<file path="src/verilog/core_pkg.sv">
package core_pkg;

    // memory operation carried by an instruction into the memory stage.
    typedef enum logic [3:0] {
        MEM_NONE = 4'd0,
        MEM_LB   = 4'd1,
        MEM_LBU  = 4'd2,
        MEM_LH   = 4'd3,
        MEM_LHU  = 4'd4,
        MEM_LW   = 4'd5,
        MEM_SB   = 4'd6,
        MEM_SH   = 4'd7,
        MEM_SW   = 4'd8
    } mem_op_e;

    typedef enum logic [2:0] {
        WB_NONE = 3'd0,
        WB_ALU  = 3'd1,
        WB_MEM  = 3'd2,
        WB_PC4  = 3'd3,
        WB_CSR  = 3'd4
    } wb_sel_e;

    typedef struct packed {
        logic        valid;
        logic [31:0] pc;
        logic [31:0] alu_out;    // doubles as the memory address.
        logic [31:0] rs2_data;   // store data.
        logic        br_flg;
        logic [31:0] br_target;
        mem_op_e     mem_op;
        logic        rf_wen;
        wb_sel_e     wb_sel;
        logic [4:0]  wb_addr;
        logic        jmp_flg;
        logic        is_ecall;
    } exmem_bundle_t;

    typedef struct packed {
        logic        valid;
        logic [31:0] pc;
        logic [31:0] alu_out;
        logic [31:0] read_data;  // extended load result, zero for other instructions.
        logic        br_flg;
        logic [31:0] br_target;
        logic        rf_wen;
        wb_sel_e     wb_sel;
        logic [4:0]  wb_addr;
        logic        jmp_flg;
        logic        is_ecall;
    } memwb_bundle_t;

endpackage

</file>
<file path="src/verilog/memif_pkg.sv">
package memif_pkg;

    typedef enum logic [1:0] {
        CMD_NOP   = 2'd0,
        CMD_READ  = 2'd1,
        CMD_WRITE = 2'd2
    } mem_cmd_e;

    // a command counts as accepted when cmd is not CMD_NOP and cmd_ready is high.
    typedef struct packed {
        mem_cmd_e    cmd;
        logic [31:0] addr;
        logic [31:0] wdata;
        logic [31:0] wmask;  // one bit per data bit.
    } mem_req_t;

    typedef struct packed {
        logic        cmd_ready;
        logic [31:0] rdata;
        logic        rdata_valid;
    } mem_rsp_t;

endpackage

</file>
<file path="src/verilog/memory_stage.sv">
`timescale 1ns/100ps

module memory_stage (
    input  logic                    clk,
    input  logic                    reset,
    input  core_pkg::exmem_bundle_t ex_in,
    output logic                    stall,
    output core_pkg::memwb_bundle_t wb_out,
    output memif_pkg::mem_req_t     mem_req,
    input  memif_pkg::mem_rsp_t     mem_rsp
);

    typedef enum logic [1:0] {
        ST_IDLE,
        ST_WAIT_READY,
        ST_WAIT_READ
    } state_e;

    state_e state;
    state_e state_next;

    core_pkg::exmem_bundle_t saved;
    core_pkg::exmem_bundle_t cur;

    logic        cur_store;
    logic        cur_load;
    logic        cur_mem;
    logic        cmd_taken;
    logic        out_fire;
    logic [31:0] load_data;

    function automatic logic op_is_store(core_pkg::mem_op_e op);
        return op == core_pkg::MEM_SB || op == core_pkg::MEM_SH || op == core_pkg::MEM_SW;
    endfunction

    function automatic logic op_is_load(core_pkg::mem_op_e op);
        return op == core_pkg::MEM_LB || op == core_pkg::MEM_LBU ||
               op == core_pkg::MEM_LH || op == core_pkg::MEM_LHU ||
               op == core_pkg::MEM_LW;
    endfunction

    // in idle the live bundle drives everything, otherwise the held copy does.
    assign cur = (state == ST_IDLE) ? ex_in : saved;

    assign cur_store = cur.valid && op_is_store(cur.mem_op);
    assign cur_load  = cur.valid && op_is_load(cur.mem_op);
    assign cur_mem   = cur_store || cur_load;

    always_comb begin
        mem_req.addr  = cur.alu_out;
        mem_req.wdata = cur.rs2_data;
        case (cur.mem_op)
            core_pkg::MEM_SB: mem_req.wmask = 32'h0000_00ff;
            core_pkg::MEM_SH: mem_req.wmask = 32'h0000_ffff;
            default:          mem_req.wmask = 32'hffff_ffff;
        endcase

        if (state == ST_WAIT_READ) begin
            mem_req.cmd = memif_pkg::CMD_NOP; // only one read may be in flight.
        end else if (cur_store) begin
            mem_req.cmd = memif_pkg::CMD_WRITE;
        end else if (cur_load) begin
            mem_req.cmd = memif_pkg::CMD_READ;
        end else begin
            mem_req.cmd = memif_pkg::CMD_NOP;
        end
    end

    assign cmd_taken = (mem_req.cmd != memif_pkg::CMD_NOP) && mem_rsp.cmd_ready;

    // out_fire marks the single cycle in which an instruction leaves the stage.
    always_comb begin
        case (state)
            ST_IDLE:       out_fire = ex_in.valid && (!cur_mem || (cur_store && cmd_taken));
            ST_WAIT_READY: out_fire = cur_store && cmd_taken;
            ST_WAIT_READ:  out_fire = mem_rsp.rdata_valid;
            default:       out_fire = 1'b0;
        endcase
    end

    assign stall = cur_mem && !out_fire; // pending memory work holds the upstream stages.

    always_comb begin
        state_next = state;
        case (state)
            ST_IDLE: begin
                if (cur_mem) begin
                    if (!cmd_taken) begin
                        state_next = ST_WAIT_READY;
                    end else if (cur_load) begin
                        state_next = ST_WAIT_READ;
                    end
                end
            end
            ST_WAIT_READY: begin
                if (cmd_taken) begin
                    state_next = cur_load ? ST_WAIT_READ : ST_IDLE;
                end
            end
            ST_WAIT_READ: begin
                if (mem_rsp.rdata_valid) begin
                    state_next = ST_IDLE;
                end
            end
            default: state_next = ST_IDLE;
        endcase
    end

    always_ff @(posedge clk) begin
        if (reset) begin
            state <= ST_IDLE;
        end else begin
            state <= state_next;
        end
    end

    // the whole bundle is captured on the way out of idle.
    always_ff @(posedge clk) begin
        if (state == ST_IDLE && state_next != ST_IDLE) begin
            saved <= ex_in;
        end
    end

    always_comb begin
        case (saved.mem_op)
            core_pkg::MEM_LB:  load_data = {{24{mem_rsp.rdata[7]}}, mem_rsp.rdata[7:0]};
            core_pkg::MEM_LBU: load_data = {24'b0, mem_rsp.rdata[7:0]};
            core_pkg::MEM_LH:  load_data = {{16{mem_rsp.rdata[15]}}, mem_rsp.rdata[15:0]};
            core_pkg::MEM_LHU: load_data = {16'b0, mem_rsp.rdata[15:0]};
            default:           load_data = mem_rsp.rdata;
        endcase
    end

    always_comb begin
        wb_out.valid     = out_fire;
        wb_out.pc        = cur.pc;
        wb_out.alu_out   = cur.alu_out;
        wb_out.read_data = (state == ST_WAIT_READ) ? load_data : 32'b0;
        wb_out.br_flg    = cur.br_flg;
        wb_out.br_target = cur.br_target;
        wb_out.rf_wen    = cur.rf_wen;
        wb_out.wb_sel    = cur.wb_sel;
        wb_out.wb_addr   = cur.wb_addr;
        wb_out.jmp_flg   = cur.jmp_flg;
        wb_out.is_ecall  = cur.is_ecall;
    end

endmodule
</file>
<file path="config.mk">
export PLATFORM = sky130hd
export DESIGN_NAME = memory_stage
export DESIGN_NICKNAME = d
export VERILOG_FILES = /design/src/verilog/core_pkg.sv /design/src/verilog/memif_pkg.sv /design/src/verilog/memory_stage.sv
export SDC_FILE = /design/constraint.sdc
export NUM_CORES = 1
export LEC_CHECK = 0
export BUFFER_PORTS_ARGS = -buffer_cell sky130_fd_sc_hd__buf_4
export CORE_AREA = 4 4 162 164
export DETAILED_ROUTE_END_ITERATION = 6
export DIE_AREA = 0 0 166 168
export HOLD_SLACK_MARGIN = 0.15
export PLACE_DENSITY = 0.69
export SLEW_MARGIN = 10
export SYNTH_ARGS = -nofsm -noshare
export SYNTH_HDL_FRONTEND = slang
export SYNTH_SLANG_ARGS = --single-unit
</file>
<file path="constraint.sdc">
create_clock -name clk -period 25.5 [get_ports clk]
set_input_delay 5.1 -clock clk [delete_from_list [all_inputs] [get_ports clk]]
set_output_delay 5.1 -clock clk [all_outputs]
set_load 0.02 [all_outputs]
</file>
==> results of run 1 <==
## metal layers
| metal | routed length, microns | vias up | GRT usage (%) |
|---|---|---|---|
| met5 | 0 | - | 0 |
| li1 | - | 2464 | - |
| met4 | 331 | 0 | 4.52 |
| met1 | 7660 | 2524 | 15.3 |
| met2 | 10700 | 264 | 25.5 |
| met3 | 2000 | 18 | 5.99 |
## power groups by stage
stage	registers (mW)	clock network [mW]	logic [mW]
final	0.291	0.247	0.194
after global routing	0.293	0.269	0.206
after CTS	0.291	0.256	0.197
after detailed placement	0.297	0	0.196
after global placement	0.296	0	0.195
after floorplan	0.298	0	0.121
## area by class of cell
type / instances / area (sq um)
clock buffer: 17 / 425
clock inverter: 15 / 154
fill: 2319 / 14100
multi-input combinational: 251 / 2310
sequential: 147 / 4390
tap: 330 / 413
timing repair buffer: 415 / 3120
## path summary, 6_finish.rpt
check	startpoint	to	slack, ns	depth (start not counted)
min reg2reg	state[0]	state[0]	0.64	2
max reg2reg	state[1]	saved[51]	22.12	5
min	state[0]	state[0]	0.64	2
max	ex_in[13]	mem_req[97]	13.86	6
## logic make-up after synthesis
| logic type | share of synthesized area [%] |
|---|---|
| AOI/OAI and AO/OA | 4.81 |
| xor gates and xnor gates | 0.240 |
| buffers and inverters | 8.83 |
| DFF | 60.1 |
| muxes | 21.9 |
| other | 0.0513 |
| and+or+nand+nor | 4.12 |
## critical path: cells and delay by family
family,cells,cell delay [ns]
AO/OA/AOI/OAI,3,0.86
buffers and inverters,2,0.32
AND/OR/NAND/NOR,1,0.25
## state kept, by name (all words and copies together) (netlist names)
signal and count:
saved 145, state 2
## metrics by stage
stage / worst slack (ns) / utilization [%]
5_1_grt: 13.72 / 43.4
6_report: 13.86 / 43.4
3_5_place_dp: 13.82 / 41.1
4_1_cts: 13.83 / 43.4
2_1_floorplan: 13.05 / -
3_3_place_gp: 13.86 / 41.1
## cell usage in the layout, fill, tap and decap left out, types with 3 or more instances in the layout
cell type / count
buf_4: 415
nor3_1: 4
o21a_1: 18
nor2b_1: 3
nand2_1: 15
mux2_2: 141
a21oi_1: 7
and2_1: 8
clkinv_8: 3
conb_1: 8
edfxtp_1: 145
nor2_1: 9
inv_6: 8
clkbuf_16: 17
==> results.sh, run 1 <==
export IMPL_antenna_found_initial=0
export IMPL_area_delta_synth_final_pct=47.8
export IMPL_numCtsBuffers=17
export IMPL_final_nets=1013
export IMPL_final_setup_viol_count=0
export IMPL_cts_setup_buffers=0
export IMPL_ant_nets=0
export IMPL_dpl_cell_area_sq_um=10200
export IMPL_netlist_area_sq_um=7310
export IMPL_slew_headroom_pct=31.4
export IMPL_critPathLaunchType="input pin"
export IMPL_postLayoutCellArea_sq_um=10800
export IMPL_synth_enable_flop_cells=145
export IMPL_yosysTopAreaCell="edfxtp_1"
export IMPL_synth_most_common_cell="edfxtp_1"
export IMPL_clockBufferDepth=2
export IMPL_holdWs_ns=0.638
export IMPL_synth_top_area_share_pct=59.5
export IMPL_pwr_share_comb_pct=26.5
export IMPL_final_cells=1175
export IMPL_path_common_cell="buf_4"
export IMPL_clk_pin_slew_ns=0.07
export IMPL_routed_via_density=4.49
export IMPL_ioPinCount=421
export IMPL_internal_power_uw=507
export IMPL_num_vias=5270
export IMPL_finalPower_uw=732
export IMPL_drcViolationCount=0
export IMPL_critPathRequiredTime_ns=20.40
export IMPL_hold_viol=0
export IMPL_period_share_pct=45.6
export IMPL_period_minus_slack_ns=11.64
export IMPL_dp_cells=1143
export IMPL_yosysSeqAreaShare_pct=60.1
export IMPL_worst_ir_drop_vdd_mv=0.0394
export IMPL_start_util_pct=29.4
export IMPL_grt_pass1_wl_microns=31900
export IMPL_clock_sinks=147
export IMPL_clk_latency_ns=0.43
export IMPL_fin_skew_ns=0.0235
export IMPL_synthTopCellsByArea="edfxtp_1 60%, mux2_2 22%, buf_4 6.8%"
export IMPL_grt_use_total_pct=14.2
export IMPL_postCtsHoldBufs=0
export IMPL_yosys_warnings=0
export IMPL_drive_gt1_share_pct=70.7
export IMPL_hp_class="reg2reg"
export IMPL_n_antenna_cell=0
export IMPL_rsz0062_at_grt="false"
export IMPL_slowest_stage="a211o_1"
export IMPL_clkPwrFrac_pct=33.7
export IMPL_ys_seq_elements=147
export IMPL_routabilityCongestion=0.931
export IMPL_grt_max_degree=79
export IMPL_die_x_microns=166
export IMPL_p_sw_share_pct=30.7
export IMPL_worst_pin_slew_ns=1.03
export IMPL_crit_arrival_ns=6.54
export IMPL_p_leak_nw=4.43
export IMPL_cts_resized=0
export IMPL_core_area_sq_um=24900
export IMPL_synth_cells=479
export IMPL_htreeDepth=4
export IMPL_rows=58
export IMPL_maxSlewViolCount=0
export IMPL_tritoncts="done"
export IMPL_grt_ovfl_total=0
export IMPL_critPathMaxStageDelay_ns=0.51
export IMPL_path_max_fanout=17
export IMPL_netlist_top_cells_count="145 x edfxtp_1, 141 x mux2_2, 66 x buf_4"
export IMPL_wl_microns=20700
export IMPL_power_frac_seq_pct=39.8
export IMPL_die_h_microns=168
export IMPL_post_dp_hpwl_microns=15600
export IMPL_p_switching_uw=225
export IMPL_drtIter0Drc=219
export IMPL_max_freq_mhz=85.9
export IMPL_port_buffers=412
export IMPL_end_kind="primary output"
export IMPL_powerDensity_nw_per_um2=67.7
export IMPL_first_global_vias=5634
export IMPL_path_cells="buf_4 > and4bb_2 > a31oi_4 > a211o_1 > a22oi_1 > buf_4"
export IMPL_cap_violations=0
export IMPL_die_area_sq_um=27900
export IMPL_crit_type="in2out"
export IMPL_run_status="complete, no violations"
export IMPL_ys_flop_type="edfxtp_1"
export IMPL_postSynth_asyncResetShare_pct=0
export IMPL_dr_pass1_iters=4
export IMPL_routedWlPerCell_microns=17.6
export IMPL_synth_cell_types=46
export IMPL_synth_area_per_cell_sq_um=15.3
export IMPL_finalSetupTns_ns=0
export IMPL_clockRootBuffer="clkbuf_16"
Power figures use the tool's default switching activity.
==> inputs of run 2 (changes only) <==
- ABC_AREA: unset -> 1
- CORE_AREA: 4 4 162 164 -> 4 4 163 165
- DIE_AREA: 0 0 166 168 -> 0 0 167 169
- PLACE_DENSITY: 0.69 -> 0.68
- clock period: 25.5 -> 11.2 ns (I/O delays scaled with it)
==> run 2 against run 1 <==
Net effect: clock power increased by 130%; sequential cell count is the same; via count increased by 21%; critical path depth rose by 2; sequential power grew to 4.0 times the previous value; core utilization shrank 0.40 points; clock-buffer cell count unchanged; die area rose by 1.2%; clock skew decreased by 0.012 ns; area after synthesis is 1.4% lower.
==> results.sh, run 2 <==
export IMPL_routed_top_layer="met4"
export IMPL_wl_met2_microns=12000
export IMPL_ys_seq_elements=147
export IMPL_port_buffers=412
export IMPL_largest_register="saved"
export IMPL_ys_flop_type="edfxtp_1"
export IMPL_layout_common_cells="458 x nand2_1, 417 x buf_4, 145 x edfxtp_1"
export IMPL_start_util_pct=28.8
export IMPL_yosysTopAreaCell="edfxtp_1"
export IMPL_rsz0062_at_grt="false"
export IMPL_synth_area_per_cell_sq_um=8.91
export IMPL_rr_startpoint="state[0]"
export IMPL_core_area_sq_um=25000
export IMPL_path_max_fanout=16
export IMPL_worst_hold_path_endpoint="state[1]"
export IMPL_routed_via_density=4.26
export IMPL_tritoncts="done"
export IMPL_n_antenna_cell=0
export IMPL_worst_pin_slew_ns=1.16
export IMPL_synth_cell_types=23
export IMPL_first_global_vias=6381
export IMPL_htreeDepth=4
export IMPL_holdPathStages=2
export IMPL_period_minus_slack_ns=6.25
export IMPL_numCtsBuffers=17
export IMPL_holdWs_ns=0.616
export IMPL_routabilityCongestion=0.937
export IMPL_area_delta_synth_final_pct=49.4
export IMPL_cap_violations=0
export IMPL_grt_max_degree=82
export IMPL_num_vias=6382
export IMPL_die_h_microns=169
export IMPL_ant_nets=0
export IMPL_end_kind="primary output"
export IMPL_period_share_pct=55.8
export IMPL_final_setup_viol_count=0
export IMPL_hp_class="reg2reg"
export IMPL_wl_microns=22800
export IMPL_clock_sinks=147
export IMPL_worstHoldStart="state[1]"
export IMPL_synth_top_area_share_pct=60.4
export IMPL_post_dp_hpwl_microns=16900
export IMPL_yosysSeqAreaShare_pct=60.9
export IMPL_routedWlPerCell_microns=15.3
export IMPL_n_fill_cell=2504
export IMPL_grt_ovfl_total=0
export IMPL_clk_latency_ns=0.42
export IMPL_drcViolationCount=0
export IMPL_netlist_area_sq_um=7210
export IMPL_hold_viol=0
export IMPL_max_freq_mhz=160
export IMPL_critPathLaunchType="input pin"
export IMPL_cts_resized=0
export IMPL_run_status="complete, no violations"
export IMPL_crit_arrival_ns=4.01
export IMPL_finalSetupTns_ns=0
export IMPL_antenna_found_initial=0
export IMPL_netlist_top_cells_count="458 x nand2_1, 145 x edfxtp_1, 64 x buf_4"
export IMPL_final_nets=1335
export IMPL_powerDensity_nw_per_um2=364
export IMPL_dr_pass1_iters=5
export IMPL_layout_commonest_cell="nand2_1"
export IMPL_finalPower_mw=3.92
export IMPL_drtIter0Drc=351
export IMPL_postCtsHoldBufs=0
export IMPL_r2r_end="saved[46]"
export IMPL_critPathRequiredTime_ns=8.96
export IMPL_grt_use_total_pct=15.4
export IMPL_die_area_sq_um=28200
export IMPL_clockRootBuffer="clkbuf_16"
export IMPL_cts_setup_buffers=0
export IMPL_largest_register_ffs=145
export IMPL_maxSlewViolCount=0
export IMPL_ioPinCount=421
export IMPL_reg2reg_depth=12
export IMPL_synth_most_common_cell="nand2_1"
export IMPL_clockBufferDepth=2
export IMPL_p_leak_nw=5.30
export IMPL_grt_pass1_wl_microns=34700
export IMPL_routedLengthMet1_microns=8490
export IMPL_slew_headroom_pct=22.4
export IMPL_synth_enable_flop_cells=145
export IMPL_synthTopCellsByArea="edfxtp_1 60%, nand2_1 24%, buf_4 6.7%"
export IMPL_top_regs="saved: 145 flops, state: 2 flops"
export IMPL_fin_util_pct=43.0
export IMPL_postSynth_asyncResetShare_pct=0
export IMPL_fin_skew_ns=0.0111
export IMPL_worst_ir_drop_vdd_mv=0.162
export IMPL_clk_pin_slew_ns=0.06
export IMPL_yosys_warnings=0
export IMPL_rows=58
export IMPL_ff2ff_setup_slack_ns=6.68
export IMPL_synth_cells=809
export IMPL_crit_type="in2out"
export IMPL_die_x_microns=167
export IMPL_met3_length_microns=1700
export IMPL_drive_gt1_share_pct=39.5
run 2: cell count changes after synthesis, moves of 6 or more:
cell      previous run  this run
and2_1               8         0
nor3_1               4        16
o21a_1              18         0
nand3_1              1         8
clkbuf_1             3        33
mux2_2             141         0
nand2_1             15       458
buf_2               12         0
nor2_1              10        35
buf_6                7         1
inv_1                0        18
run 2: critical path, stage by stage:
cell	delay [ns]
buf_4	0.11
inv_1	0.07
nor2_1	0.04
nand3_1	0.22
nand2_1	0.11
o21ai_1	0.91
nor2_1	0.10
buf_4	0.21
run 2: cells by family after synthesis:
family          count (synthesis)  synth area share (%)
simple gates                  527                  28.3
other cells                     1                0.0520
flops                         147                  60.9
compound gates                 14                 0.989
buf+inv                       120                  9.68
run 2: how the worst max path moves through the flow:
stage | from | endpoint | slack [ns]
finish | mem_rsp[8] | wb_out[63] | 4.95
global route | ex_in[14] | stall | 4.73
CTS | mem_rsp[8] | wb_out[63] | 4.94
detailed placement | mem_rsp[8] | wb_out[63] | 4.94
global placement | mem_rsp[8] | wb_out[74] | 5.01
floorplan | ex_in[14] | saved[0] | 0.14
run 2: through the flow:
step,area [sq um],worst slack [ns],std cells
floorplan,7240,0.140,816
global placement,10200,5.01,1465
detailed placement,10200,4.94,1465
CTS,10800,4.94,1497
global route,10800,4.73,1497
finish,10800,4.95,1497
run 2: metal layers:
| metal | GRT usage, % | vias up |
|---|---|---|
| met5 | 0 | - |
| met4 | 5.80 | 0 |
| met3 | 4.25 | 35 |
| met2 | 28.0 | 278 |
| met1 | 17.1 | 2860 |
| li1 | - | 3209 |
run 2: area by class of cell:
class	instances	area (sq um)	area share [%]
repair buffers	417	3130	29.1
clock buffers	17	425	3.95
flip-flops and latches	147	4390	40.8
well taps	330	413	3.83
multi-input cells	549	2160	20.1
inverters	22	82.6	0.767
clock inverters	15	165	1.53
run 2: power by group:
part | switching, mW | internal, mW
Sequential | 0.0836 | 1.06
Combinational | 1.48 | 0.720
Clock | 0.256 | 0.318
Total | 1.82 | 2.10
